### src/rtl/platformerPkg.sv
// shared geometry, colours, level tables and types for the platformer core; referenced by scope
package platformerPkg;

	localparam int SCREEN_W = 32;
	localparam int SCREEN_H = 24;
	localparam int SPRITE_W = 4;
	localparam int SPRITE_H = 4;

	localparam int X_BITS = 5;
	localparam int Y_BITS = 5;
	localparam int COLOUR_BITS = 12;

	localparam int JUMP_HEIGHT = 6; // rising rows per jump
	localparam int JUMP_BITS = $clog2(JUMP_HEIGHT + 1);
	localparam int STEP_CYCLES = 64; // clocks per movement tick
	localparam int STEP_BITS = $clog2(STEP_CYCLES);

	localparam logic [X_BITS-1:0] SPAWN_X = 5'd2;

	localparam int NUM_LEVELS = 3;

	// first ground row of each level
	localparam logic [Y_BITS-1:0] FLOOR_ROW [NUM_LEVELS] = '{5'd20, 5'd18, 5'd16};

	localparam logic [COLOUR_BITS-1:0] SKY_COLOUR [NUM_LEVELS] = '{
		12'h6bf, // day
		12'h48d, // dusk
		12'h224  // night
	};

	localparam logic [COLOUR_BITS-1:0] GROUND_COLOUR = 12'h852;
	localparam logic [COLOUR_BITS-1:0] BODY_COLOUR = 12'hd21;
	localparam logic [COLOUR_BITS-1:0] EYE_COLOUR = 12'hfff;

	typedef logic [1:0] level_t; // 0 to NUM_LEVELS-1

	typedef enum logic [2:0] {
		waitLevel,
		drawStage,
		spawnSprite,
		drawSprite,
		idle,
		eraseSprite
	} gameState_t;

	typedef enum logic [1:0] {
		opStage, // whole screen background
		opSprite, // sprite box in sprite colours
		opErase // sprite box in background colours
	} drawOp_t;

	typedef enum logic [2:0] {
		stepNone,
		stepLeft,
		stepRight,
		stepUp,
		stepDown
	} stepKind_t;

	typedef struct packed {
		logic left;
		logic right;
		logic up;
	} playerCmd_t;

	typedef struct packed {
		logic [X_BITS-1:0] x; // top-left column
		logic [Y_BITS-1:0] y; // top-left row
		logic facingRight;
	} spritePos_t;

	typedef struct packed {
		logic writeEn;
		logic [X_BITS-1:0] x;
		logic [Y_BITS-1:0] y;
		logic [COLOUR_BITS-1:0] colour;
	} pixelWrite_t;

endpackage

### src/rtl/drawScanner.sv
// raster scan over the screen or the sprite box, one coordinate per cycle
`timescale 1ns/1ps

module drawScanner (
	input  logic clk,
	input  logic rstN,
	input  logic drawGo,
	input  platformerPkg::drawOp_t drawOp,
	input  platformerPkg::spritePos_t pos,
	output logic scanValid,
	output logic [platformerPkg::X_BITS-1:0] scanX,
	output logic [platformerPkg::Y_BITS-1:0] scanY,
	output platformerPkg::drawOp_t scanOp,
	output logic scanDone
);

	logic active;
	logic [platformerPkg::X_BITS-1:0] originX, colCnt, lastCol;
	logic [platformerPkg::Y_BITS-1:0] originY, rowCnt, lastRow;

	// box size follows the latched opcode
	assign lastCol = (scanOp == platformerPkg::opStage) ?
		platformerPkg::X_BITS'(platformerPkg::SCREEN_W - 1) :
		platformerPkg::X_BITS'(platformerPkg::SPRITE_W - 1);
	assign lastRow = (scanOp == platformerPkg::opStage) ?
		platformerPkg::Y_BITS'(platformerPkg::SCREEN_H - 1) :
		platformerPkg::Y_BITS'(platformerPkg::SPRITE_H - 1);

	assign scanValid = active;
	assign scanX = originX + colCnt;
	assign scanY = originY + rowCnt;
	assign scanDone = active && (colCnt == lastCol) && (rowCnt == lastRow);

	always_ff @(posedge clk or negedge rstN) begin
		if (!rstN) begin
			active <= 1'b0;
			scanOp <= platformerPkg::opStage;
			originX <= '0;
			originY <= '0;
			colCnt <= '0;
			rowCnt <= '0;
		end else if (drawGo) begin
			active <= 1'b1;
			scanOp <= drawOp;
			originX <= (drawOp == platformerPkg::opStage) ? '0 : pos.x;
			originY <= (drawOp == platformerPkg::opStage) ? '0 : pos.y;
			colCnt <= '0;
			rowCnt <= '0;
		end else if (active) begin
			if (colCnt == lastCol) begin
				colCnt <= '0;
				if (rowCnt == lastRow)
					active <= 1'b0; // box finished
				else
					rowCnt <= rowCnt + 1'b1;
			end else begin
				colCnt <= colCnt + 1'b1;
			end
		end
	end

endmodule

### src/rtl/levelControl.sv
// game FSM: latches the level, sequences stage and sprite drawing, and runs erase-step-redraw
`timescale 1ns/1ps

module levelControl (
	input  logic clk,
	input  logic rstN,
	input  logic start,
	input  platformerPkg::level_t level,
	input  platformerPkg::playerCmd_t buttons,
	input  logic tick,
	input  logic scanDone,
	input  logic grounded,
	input  logic atLeft,
	input  logic atRight,
	input  logic jumpTop,
	output platformerPkg::level_t curLevel,
	output logic spawn,
	output logic drawGo,
	output platformerPkg::drawOp_t drawOp,
	output platformerPkg::stepKind_t stepKind
);

	platformerPkg::gameState_t state;
	platformerPkg::stepKind_t pendStep; // step to apply once the erase is done
	platformerPkg::stepKind_t moveStep;
	logic rising;
	logic startOk;

	// a new level can only be loaded between draws
	assign startOk = start && (state == platformerPkg::waitLevel || state == platformerPkg::idle);

	assign spawn = (state == platformerPkg::spawnSprite); // sprite reset lands before the draw

	// step chosen on a tick, by priority
	always_comb begin
		moveStep = platformerPkg::stepNone;
		if (!grounded || jumpTop) begin
			// airborne: keep rising until the top, then fall
			moveStep = (rising && !jumpTop) ? platformerPkg::stepUp : platformerPkg::stepDown;
		end else if (buttons.right && !atRight) begin
			moveStep = platformerPkg::stepRight;
		end else if (buttons.left && !atLeft) begin
			moveStep = platformerPkg::stepLeft;
		end else if (buttons.up) begin
			moveStep = platformerPkg::stepUp; // take off
		end
	end

	always_ff @(posedge clk or negedge rstN) begin
		if (!rstN) begin
			state <= platformerPkg::waitLevel;
			curLevel <= '0;
			drawGo <= 1'b0;
			drawOp <= platformerPkg::opStage;
			stepKind <= platformerPkg::stepNone;
			pendStep <= platformerPkg::stepNone;
			rising <= 1'b0;
		end else begin
			drawGo <= 1'b0; // strobes
			stepKind <= platformerPkg::stepNone;
			if (startOk) begin
				curLevel <= (level > platformerPkg::level_t'(platformerPkg::NUM_LEVELS - 1)) ?
					'0 : level;
				rising <= 1'b0;
				state <= platformerPkg::drawStage;
				drawGo <= 1'b1;
				drawOp <= platformerPkg::opStage;
			end else begin
				case (state)
				platformerPkg::waitLevel: begin
					state <= platformerPkg::waitLevel;
				end
				platformerPkg::drawStage: begin
					if (scanDone)
						state <= platformerPkg::spawnSprite;
				end
				platformerPkg::spawnSprite: begin
					state <= platformerPkg::drawSprite;
					drawGo <= 1'b1;
					drawOp <= platformerPkg::opSprite;
				end
				platformerPkg::drawSprite: begin
					// after an erase the step is out this cycle, redraw follows
					if (stepKind != platformerPkg::stepNone) begin
						drawGo <= 1'b1;
						drawOp <= platformerPkg::opSprite;
					end
					if (scanDone)
						state <= platformerPkg::idle;
				end
				platformerPkg::idle: begin
					if (tick && moveStep != platformerPkg::stepNone) begin
						pendStep <= moveStep;
						rising <= (moveStep == platformerPkg::stepUp);
						state <= platformerPkg::eraseSprite;
						drawGo <= 1'b1;
						drawOp <= platformerPkg::opErase;
					end
				end
				platformerPkg::eraseSprite: begin
					if (scanDone) begin
						stepKind <= pendStep;
						state <= platformerPkg::drawSprite;
					end
				end
				default: state <= platformerPkg::waitLevel;
				endcase
			end
		end
	end

endmodule

### src/rtl/pixelShader.sv
// colours each scanned coordinate and registers it onto the pixel-write port
`timescale 1ns/1ps

module pixelShader (
	input  logic clk,
	input  logic rstN,
	input  platformerPkg::level_t curLevel,
	input  platformerPkg::spritePos_t pos,
	input  logic scanValid,
	input  logic [platformerPkg::X_BITS-1:0] scanX,
	input  logic [platformerPkg::Y_BITS-1:0] scanY,
	input  platformerPkg::drawOp_t scanOp,
	output platformerPkg::pixelWrite_t pixel
);

	logic [platformerPkg::COLOUR_BITS-1:0] bgColour, colour, colourQ;
	logic [platformerPkg::X_BITS-1:0] eyeX, xQ;
	logic [platformerPkg::Y_BITS-1:0] yQ;
	logic writeEnQ;

	assign bgColour = (scanY >= platformerPkg::FLOOR_ROW[curLevel]) ?
		platformerPkg::GROUND_COLOUR : platformerPkg::SKY_COLOUR[curLevel];

	// eye sits on the column the sprite faces
	assign eyeX = pos.facingRight ?
		pos.x + platformerPkg::X_BITS'(platformerPkg::SPRITE_W - 1) : pos.x;

	always_comb begin
		if (scanOp == platformerPkg::opSprite)
			colour = (scanX == eyeX) ? platformerPkg::EYE_COLOUR : platformerPkg::BODY_COLOUR;
		else
			colour = bgColour; // stage and erase
	end

	always_ff @(posedge clk or negedge rstN) begin
		if (!rstN)
			writeEnQ <= 1'b0;
		else
			writeEnQ <= scanValid;
	end

	always_ff @(posedge clk) begin
		xQ <= scanX;
		yQ <= scanY;
		colourQ <= colour;
	end

	assign pixel = '{writeEn: writeEnQ, x: xQ, y: yQ, colour: colourQ};

endmodule

### src/rtl/platformerTop.sv
// top level of the platformer core: game FSM, tick timer, motion, scanner and shader
`timescale 1ns/1ps

module platformerTop (
	input  logic clk,
	input  logic rstN,
	input  logic start,
	input  platformerPkg::level_t level,
	input  platformerPkg::playerCmd_t buttons,
	output platformerPkg::pixelWrite_t pixel
);

	platformerPkg::level_t curLevel;
	platformerPkg::drawOp_t drawOp, scanOp;
	platformerPkg::stepKind_t stepKind;
	platformerPkg::spritePos_t pos;
	logic tick, spawn, drawGo, scanDone, scanValid;
	logic grounded, atLeft, atRight, jumpTop;
	logic [platformerPkg::X_BITS-1:0] scanX;
	logic [platformerPkg::Y_BITS-1:0] scanY;

	levelControl uLevelControl (
		.clk(clk), .rstN(rstN), .start(start), .level(level), .buttons(buttons),
		.tick(tick), .scanDone(scanDone), .grounded(grounded), .atLeft(atLeft),
		.atRight(atRight), .jumpTop(jumpTop), .curLevel(curLevel), .spawn(spawn),
		.drawGo(drawGo), .drawOp(drawOp), .stepKind(stepKind)
	);

	stepTimer uStepTimer (.clk(clk), .rstN(rstN), .tick(tick));

	playerMotion uPlayerMotion (
		.clk(clk), .rstN(rstN), .curLevel(curLevel), .stepKind(stepKind), .spawn(spawn),
		.pos(pos), .grounded(grounded), .atLeft(atLeft), .atRight(atRight), .jumpTop(jumpTop)
	);

	drawScanner uDrawScanner (
		.clk(clk), .rstN(rstN), .drawGo(drawGo), .drawOp(drawOp), .pos(pos),
		.scanValid(scanValid), .scanX(scanX), .scanY(scanY), .scanOp(scanOp),
		.scanDone(scanDone)
	);

	pixelShader uPixelShader (
		.clk(clk), .rstN(rstN), .curLevel(curLevel), .pos(pos), .scanValid(scanValid),
		.scanX(scanX), .scanY(scanY), .scanOp(scanOp), .pixel(pixel)
	);

endmodule

### src/rtl/playerMotion.sv
// sprite position, facing and jump counter, with ground, edge and jump-top status
`timescale 1ns/1ps

module playerMotion (
	input  logic clk,
	input  logic rstN,
	input  platformerPkg::level_t curLevel,
	input  platformerPkg::stepKind_t stepKind,
	input  logic spawn,
	output platformerPkg::spritePos_t pos,
	output logic grounded,
	output logic atLeft,
	output logic atRight,
	output logic jumpTop
);

	logic [platformerPkg::Y_BITS-1:0] standY; // top row when standing on the floor
	logic [platformerPkg::JUMP_BITS-1:0] jumpCnt;

	assign standY = platformerPkg::FLOOR_ROW[curLevel] -
		platformerPkg::Y_BITS'(platformerPkg::SPRITE_H);

	assign grounded = (pos.y == standY);
	assign atLeft = (pos.x == '0);
	assign atRight = (pos.x ==
		platformerPkg::X_BITS'(platformerPkg::SCREEN_W - platformerPkg::SPRITE_W));
	assign jumpTop = (jumpCnt == platformerPkg::JUMP_BITS'(platformerPkg::JUMP_HEIGHT));

	always_ff @(posedge clk or negedge rstN) begin
		if (!rstN) begin
			pos.x <= platformerPkg::SPAWN_X;
			pos.y <= platformerPkg::FLOOR_ROW[0] - platformerPkg::Y_BITS'(platformerPkg::SPRITE_H);
			pos.facingRight <= 1'b1;
			jumpCnt <= '0;
		end else if (spawn) begin
			pos.x <= platformerPkg::SPAWN_X;
			pos.y <= standY;
			pos.facingRight <= 1'b1;
			jumpCnt <= '0;
		end else begin
			case (stepKind)
			platformerPkg::stepRight: begin
				if (!atRight)
					pos.x <= pos.x + 1'b1;
				pos.facingRight <= 1'b1;
			end
			platformerPkg::stepLeft: begin
				if (!atLeft)
					pos.x <= pos.x - 1'b1;
				pos.facingRight <= 1'b0;
			end
			platformerPkg::stepUp: begin
				pos.y <= pos.y - 1'b1;
				jumpCnt <= jumpCnt + 1'b1;
			end
			platformerPkg::stepDown: begin
				pos.y <= pos.y + 1'b1;
				if (pos.y + 1'b1 == standY)
					jumpCnt <= '0; // landed
			end
			default: ;
			endcase
		end
	end

endmodule

### src/rtl/stepTimer.sv
// free-running divider giving one movement tick every STEP_CYCLES clocks
`timescale 1ns/1ps

module stepTimer (
	input  logic clk,
	input  logic rstN,
	output logic tick
);

	logic [platformerPkg::STEP_BITS-1:0] count;

	always_ff @(posedge clk or negedge rstN) begin
		if (!rstN) begin
			count <= '0;
			tick <= 1'b0;
		end else begin
			tick <= (count == platformerPkg::STEP_BITS'(platformerPkg::STEP_CYCLES - 1)); // on wrap
			if (count == platformerPkg::STEP_BITS'(platformerPkg::STEP_CYCLES - 1))
				count <= '0;
			else
				count <= count + 1'b1;
		end
	end

endmodule

### config.mk
export PLATFORM = sky130hd
export DESIGN_NAME = platformerTop
export DESIGN_NICKNAME = d
export VERILOG_FILES = /design/src/rtl/platformerPkg.sv /design/src/rtl/drawScanner.sv /design/src/rtl/levelControl.sv /design/src/rtl/pixelShader.sv /design/src/rtl/platformerTop.sv /design/src/rtl/playerMotion.sv /design/src/rtl/stepTimer.sv
export SDC_FILE = /design/constraint.sdc
export NUM_CORES = 1
export LEC_CHECK = 0
export BUFFER_PORTS_ARGS = -buffer_cell sky130_fd_sc_hd__buf_2
export CELL_PAD_IN_SITES_DETAIL_PLACEMENT = 1
export CELL_PAD_IN_SITES_GLOBAL_PLACEMENT = 2
export CORE_MARGIN = 2
export CORE_UTILIZATION = 42
export DETAILED_ROUTE_END_ITERATION = 16
export PLACE_DENSITY = 0.92
export SETUP_SLACK_MARGIN = 0.05
export SYNTH_ARGS = -nofsm -noshare
export SYNTH_HDL_FRONTEND = slang
export SYNTH_HIERARCHICAL = 1
export SYNTH_SLANG_ARGS = --single-unit
### constraint.sdc
create_clock -name clk -period 6.2 [get_ports clk]
set_input_delay 0.93 -clock clk [delete_from_list [all_inputs] [get_ports clk]]
set_output_delay 0.93 -clock clk [all_outputs]
set_load 0.03 [all_outputs]
-- Word-level counts from Yosys, hierarchy flattened
Index checks and enable logic that the tools add are counted.
- register bits: 82
- order comparisons: 3
- add/subtract/negate cells: 12
- eq/ne operators: 28
- bitwise logic cells: 2
- reduce and logical (&&, ||, !) cells: 33
- mux-type cells: 61
- operators with widths (operator ; count):
    two-way mux 5 bit ; 16
    two-way mux 12 bit ; 4
    two-way mux 3 bit ; 14
    == test 5 bit ; 5
    binary-select mux 12 bit (select 2 bit) ; 1
    adder 5 x 1 -> 5 bit, second input constant ; 4
    one-hot mux 5 bit (2 select lines) ; 2
    == test 3 x 2 -> 1 bit, second input constant ; 5
    inequality test 3 x 2 -> 1 bit, second input constant ; 5
    one-hot mux 3 bit (5 select lines) ; 1
    == test 3 bit, second input constant ; 4
    AND reduction 3 bit ; 4
    nonzero test 3 bit ; 4
    two-way mux 11 bit ; 1
    adder 5 bit ; 2
    binary-select mux 5 bit (select 2 bit) ; 1
    two-way mux 1 bit ; 10
    two-way mux 10 bit ; 1
    two-way mux 2 bit ; 5
    subtractor 5 x 1 -> 5 bit, second input constant ; 2
    nonzero test 2 bit ; 4
    logical AND 1 bit ; 7
    adder 6 x 1 -> 6 bit, second input constant ; 1
    == test 3 x 1 -> 1 bit, second input constant ; 2
    other kinds (27) ; 34

-- Logic depth before layout (Yosys ltp)
- depth after elaboration: 14
- depth in mapped cells: 11

-- By module
The synthesis kept the hierarchy.
- modules (own cells, without submodules) (module ; seq. area each (µm²) ; cells each ; area each (µm²) ; times used):
    drawScanner ; 575.6 ; 151 ; 1417.6 ; 1
    playerMotion ; 354.1 ; 128 ; 1127.3 ; 1
    pixelShader ; 405.4 ; 69 ; 750.7 ; 1
    levelControl ; 375.4 ; 67 ; 732.0 ; 1
    stepTimer ; 175.2 ; 21 ; 267.8 ; 1

-- Least setup slack after synthesis
OpenSTA, ideal clock, no wires.
- kind: register -> register
- from: register uDrawScanner/rowCnt[0] in the netlist's numbering
- to: register uPixelShader/colourQ[2] in the netlist's numbering
- stages on the path, launching flop included: 12
- data required time: 6.108 ns
- arrival time: 2.227 ns
- buffers on the path: 0
- slack: 3.881 ns
- cells stage by stage: dfrtp_1 ha_1 inv_1 fa_1 inv_1 a21o_1 a21oi_1 xnor2_1 ha_1 a21boi_0 or3_1 o32ai_1
- word-level cells in the longest chain between the ends: 4
- RTL lines (what ; line ; RTL):
    from (decl) ; drawScanner.sv:19 ; logic [platformerPkg::Y_BITS-1:0] originY, rowCnt, lastRow;
    from (signal assigned) ; drawScanner.sv:55 ; rowCnt <= rowCnt + 1'b1;
    adder 5 bit ; drawScanner.sv:31 ; assign scanY = originY + rowCnt;
    via scanY (one bit) ; platformerTop.sv:20 ; logic [platformerPkg::Y_BITS-1:0] scanY;
    greater-or-equal comparator 5 bit ; pixelShader.sv:21 ; assign bgColour = (scanY >= platformerPkg::FLOOR_ROW[curLevel]) ?
    two-way mux 12 bit ; pixelShader.sv:21 ;
    two-way mux 12 bit ; pixelShader.sv:29 ; if (scanOp == platformerPkg::opSprite)
    via uPixelShader.colour (one bit) ; pixelShader.sv:16 ; logic [platformerPkg::COLOUR_BITS-1:0] bgColour, colour, colourQ;
    to (signal assigned) ; pixelShader.sv:45 ; colourQ <= colour;
    to (decl) ; pixelShader.sv:16 ;
The timed path passes the listed nets, and every way through them passes these cells.
A chain may end at the register's enable or synchronous reset.

-- Final worst setup path
- from: register uLevelControl.curLevel[0]
- to: register uLevelControl.pendStep[0]
- word-level cells in the longest chain between the ends: 12
- RTL lines (what ; line ; RTL):
    from (decl) ; levelControl.sv:16 ; output platformerPkg::level_t curLevel,
    from (signal assigned) ; levelControl.sv:62 ; curLevel <= (level > platformerPkg::level_t'(platformerPkg::NUM_LEVELS - 1)) ?
    inverter 2 -> 3 bit (implied by the code) * ; playerMotion.sv:20 ; assign standY = platformerPkg::FLOOR_ROW[curLevel] -
    binary-select mux 5 bit (select 2 bit) * ; playerMotion.sv:20 ;
    two-way mux 5 bit (implied by the code) * (2 in a row) ; playerMotion.sv:20 ;
    subtractor 5 x 3 -> 5 bit * ; playerMotion.sv:20 ;
    == test 5 bit * ; playerMotion.sv:23 ; assign grounded = (pos.y == standY);
    via grounded ; platformerTop.sv:18 ; logic grounded, atLeft, atRight, jumpTop;
    zero test 1 bit * ; levelControl.sv:37 ; if (!grounded || jumpTop) begin
    logical OR 1 bit * ; levelControl.sv:37 ;
    two-way mux 3 bit * ; levelControl.sv:37 ;
    nonzero test 3 bit ; levelControl.sv:92 ; if (tick && moveStep != platformerPkg::stepNone) begin
    logical AND 1 bit ; levelControl.sv:92 ;
    AND reduction 3 bit (no line) ; - ;
    to (signal assigned) ; levelControl.sv:56 ; pendStep <= platformerPkg::stepNone;
    to (signal assigned) ; levelControl.sv:93 ; pendStep <= moveStep;
    to (decl) ; levelControl.sv:24 ; platformerPkg::stepKind_t pendStep;
Mark *: on every way through the listed nets, which the timed path passes. The rest lies on a longest branch. The select of a mux whose other input is x is not followed.

==> out/results.tsv <==
stage	metric	value	unit
grt	grt_max_degree	61	
sta	max_clock_freq	360	MHz
synth	synth-seq-area-share	0.439	
clock_network	cts.clk_slew.worst_paths	0.09	ns
sta	finalSetupTns	0	ns
clock_network	cts_tree	built	
power_and_ir_drop	pwr-share-seq	0.424	
clock_network	cts_buffer_depth	2	
worst_setup_path	cp_data_arrival_time	3.01	ns
sta	period_share	0.447	
synth	synth_top_area_share	0.332	
sta	skew	0.0126	ns
clock_network	cts_hold_buffers	0	
sta	timing.slew.headroom	0.247	
placed_design	placed_area	0.00454	mm²
grt	first_global_vias	3465	
synth	synth_area_leaders	dfrtp_1 (33%), dfxtp_1 (8.9%), ha_1 (7.0%)	
flow_run	cap_violations	0	
finish	diodes	0	
hold_path	holdPathEnd	uStepTimer/count[0]	
clock_network	insertion_delay	0.36	ns
power_and_ir_drop	internal_power	1.01	mW
placed_design	post-place-ws	3.47	ns
worst_setup_path	reg2reg_slack	3.43	ns
worst_setup_path	worstRegToRegCells	7	
synth	synth_area_per_cell	9.85	µm²
clock_network	cts_root_buf	clkbuf_8	
worst_setup_path	crit_path_end_kind	flip-flop	
placed_design	dp_cells	585	
power_and_ir_drop	switching_share	0.419	
finish	final_area	0.00472	mm²
synth	synth_nets	471	
power_and_ir_drop	power_density	367	mW/mm²
drt	drc	0	
drt	dr_total_vias	3209	
power_and_ir_drop	p_comb_frac	0.374	
drt	antenna_left	0	
synth	yosys_warnings	6	
grt	grt_pass1_wl	16600	µm
worst_setup_path	criticalPathCategory	flip-flop to flip-flop	
sta	hold_viol	0	
grt	antenna_found_initial	0	
floorplan	core-area	0.00986	mm²
placed_design	place.gp.congestion	0.843	
floorplan	die_area	0.0111	mm²
run_status	status	completed	
clock_network	clock-sinks	79	
drt	wire_per_inst	16.1	µm
sta	setup_violations	0	
sta	period_minus_slack	2.77	ns
power_and_ir_drop	p_clk_frac	0.202	
hold_path	min_from	uStepTimer/count[0]	
finish	fin_nets	498	
synth	synth_cell_types	69	
synth	synth_top_cell_by_area	dfrtp_1	
floorplan	die_h	105	µm
drt	drt-pass1-iter-count	4	
power_and_ir_drop	vdd_drop_max	0.178	mV
worst_setup_path	cp_max_fo	8	
drt	drt_iter0_markers	107	
placed_design	hpwl	7160	µm
worst_setup_path	worstSetupStartpointType	flip-flop	
floorplan	rows	36	
synth	postSynth.asyncResetShare	0.759	
hold_path	hp-class	flip-flop to flip-flop	
power_and_ir_drop	finalPower	1.73	mW
worst_setup_path	r2r-start	uLevelControl/curLevel[0]	
synth	mappedNetlistArea	0.00430	mm²
hold_path	min_path_cells	1	
synth	synth_edf_count	0	
power_and_ir_drop	p_leak	2.24	nW
synth	synth-seq-cells	79	
placed_design	io_buffers	30	
clock_network	post-cts-setup-buffer-count	0	
sta	rsz0062_at_grt	false	
power_and_ir_drop	p_switching	0.726	mW
grt	overflow	0	
synth	synthCells	436	
drt	post_drt_via_cell_ratio	5.34	
sta	worst_pin_slew	1.12	ns
clock_network	cts_resized	0	
sta	worst_slack	3.43	ns
floorplan	pin_count	31	
clock_network	cts_buffers	9	
finish	synthToLayoutAreaGrowth	9.87	%
finish	drive_gt1_frac	0.158	
finish	layout.cells.non_filler	601	
floorplan	die_w	105	µm
worst_setup_path	reg2reg_to	uLevelControl/pendStep[0]	
clock_network	htree_levels	3	
synth	synth_ff_type	dfrtp_1	
worst_setup_path	crit_required	6.43	ns
floorplan	start_util	0.435	
sta	report.final.slew_viol_count	0	
grt	grtUsageTotal	0.188	
drt	routed_wl	9660	µm
[flip-flops by register name (all words and copies together), names as in the netlist, 3 cells and up]
name                    cells
uPixelShader/xQ             5
uDrawScanner/originX        5
uLevelControl/pendStep      3
uPlayerMotion/jumpCnt       3
uStepTimer/count            6
uLevelControl/state         3
uDrawScanner/originY        5
uPlayerMotion/pos          11
uDrawScanner/rowCnt         5
uDrawScanner/colCnt         5
uLevelControl/stepKind      3
uPixelShader/colourQ        9
uPixelShader/yQ             5
[worst max-delay path: stages, from the launching register on]
cell and delay [ns]:
dfrtp_1 0.49, inv_1 0.07, ha_1 0.33, xnor2_1 0.18, nor4_1 0.64, o2111ai_2 0.34, and2b_2 0.32, mux2_4 0.29
[area by class of cell]
class / instances / area (µm²)
Multi-Input combinational cell: 300 / 2170
Clock inverter: 7 / 55.1
Timing Repair Buffer: 32 / 165
Fill cell: 1142 / 5140
Clock buffer: 9 / 124
Inverter: 41 / 154
Tap cell: 133 / 166
Sequential cell: 79 / 1890
[cells in the final DEF, fill, tap and decap left out, types with 5 or more instances in the layout]
master / instances
xor2_1: 13
inv_1: 41
nand3_1: 10
clkbuf_8: 9
dfrtp_1: 57
nor3_1: 5
a21o_1: 7
a21oi_1: 24
nand2_1: 30
o21ai_0: 17
ha_1: 24
buf_2: 30
o32ai_1: 5
nor2_1: 26
o21ai_1: 5
xnor2_1: 21
dfxtp_1: 19
nand2b_1: 14
mux2i_1: 8
[layer usage]
metal | track usage | wire, µm
met1 | 0.238 | 4500
met2 | 0.322 | 4780
met3 | 0.0293 | 250
met4 | 0.0743 | 131
met5 | 0 | 0
[power by group through the flow]
stage	combinational, mW	clock, mW	sequential [mW]
finish	0.648	0.351	0.734
global route	0.720	0.385	0.755
CTS	0.655	0.362	0.736
detailed placement	0.649	0	0.747
global placement	0.624	0	0.740
floorplan	0.424	0	0.790
[worst max path at each step]
| stage | startpoint | end | cells past startpoint |
|---|---|---|---|
| global placement | uLevelControl/curLevel[0] | uLevelControl/pendStep[0] | 7 |
| CTS | uLevelControl/curLevel[0] | uLevelControl/pendStep[0] | 7 |
| detailed placement | uLevelControl/curLevel[0] | uLevelControl/pendStep[0] | 7 |
| global route | uLevelControl/curLevel[0] | uLevelControl/pendStep[0] | 7 |
| floorplan | uDrawScanner/rowCnt[0] | uPixelShader/colourQ[2] | 11 |
| finish | uLevelControl/curLevel[0] | uLevelControl/pendStep[0] | 7 |
[per-stage QoR]
step            util  hold WS, ns
4_1_cts        0.478        0.488
5_1_grt        0.478        0.515
3_3_place_gp   0.460        0.468
6_report       0.478        0.484
2_1_floorplan      -        0.349
3_5_place_dp   0.460        0.476
[Yosys cell counts, types with 5 or more instances]
cell type,n
o21ai_0,17
nor3_1,5
mux2i_1,8
xnor2_1,21
a21o_1,7
o21ai_1,5
dfxtp_1,19
clkbuf_1,8
nor2_1,26
dfrtp_1,57
ha_1,24
nand2b_1,14
o32ai_1,5
inv_1,41
nand2_1,30
xor2_1,13
a21oi_1,24
nand3_1,10
[cell families after synthesis]
family | count (synthesis) | share of synthesized area
compound gates | 96 | 0.153
fa+ha+maj | 27 | 0.0839
buf+inv | 57 | 0.0559
xor+xnor | 34 | 0.0693
simple gates | 129 | 0.163
mux | 14 | 0.0361
flops | 79 | 0.439
(Power assumes the default switching activity.)
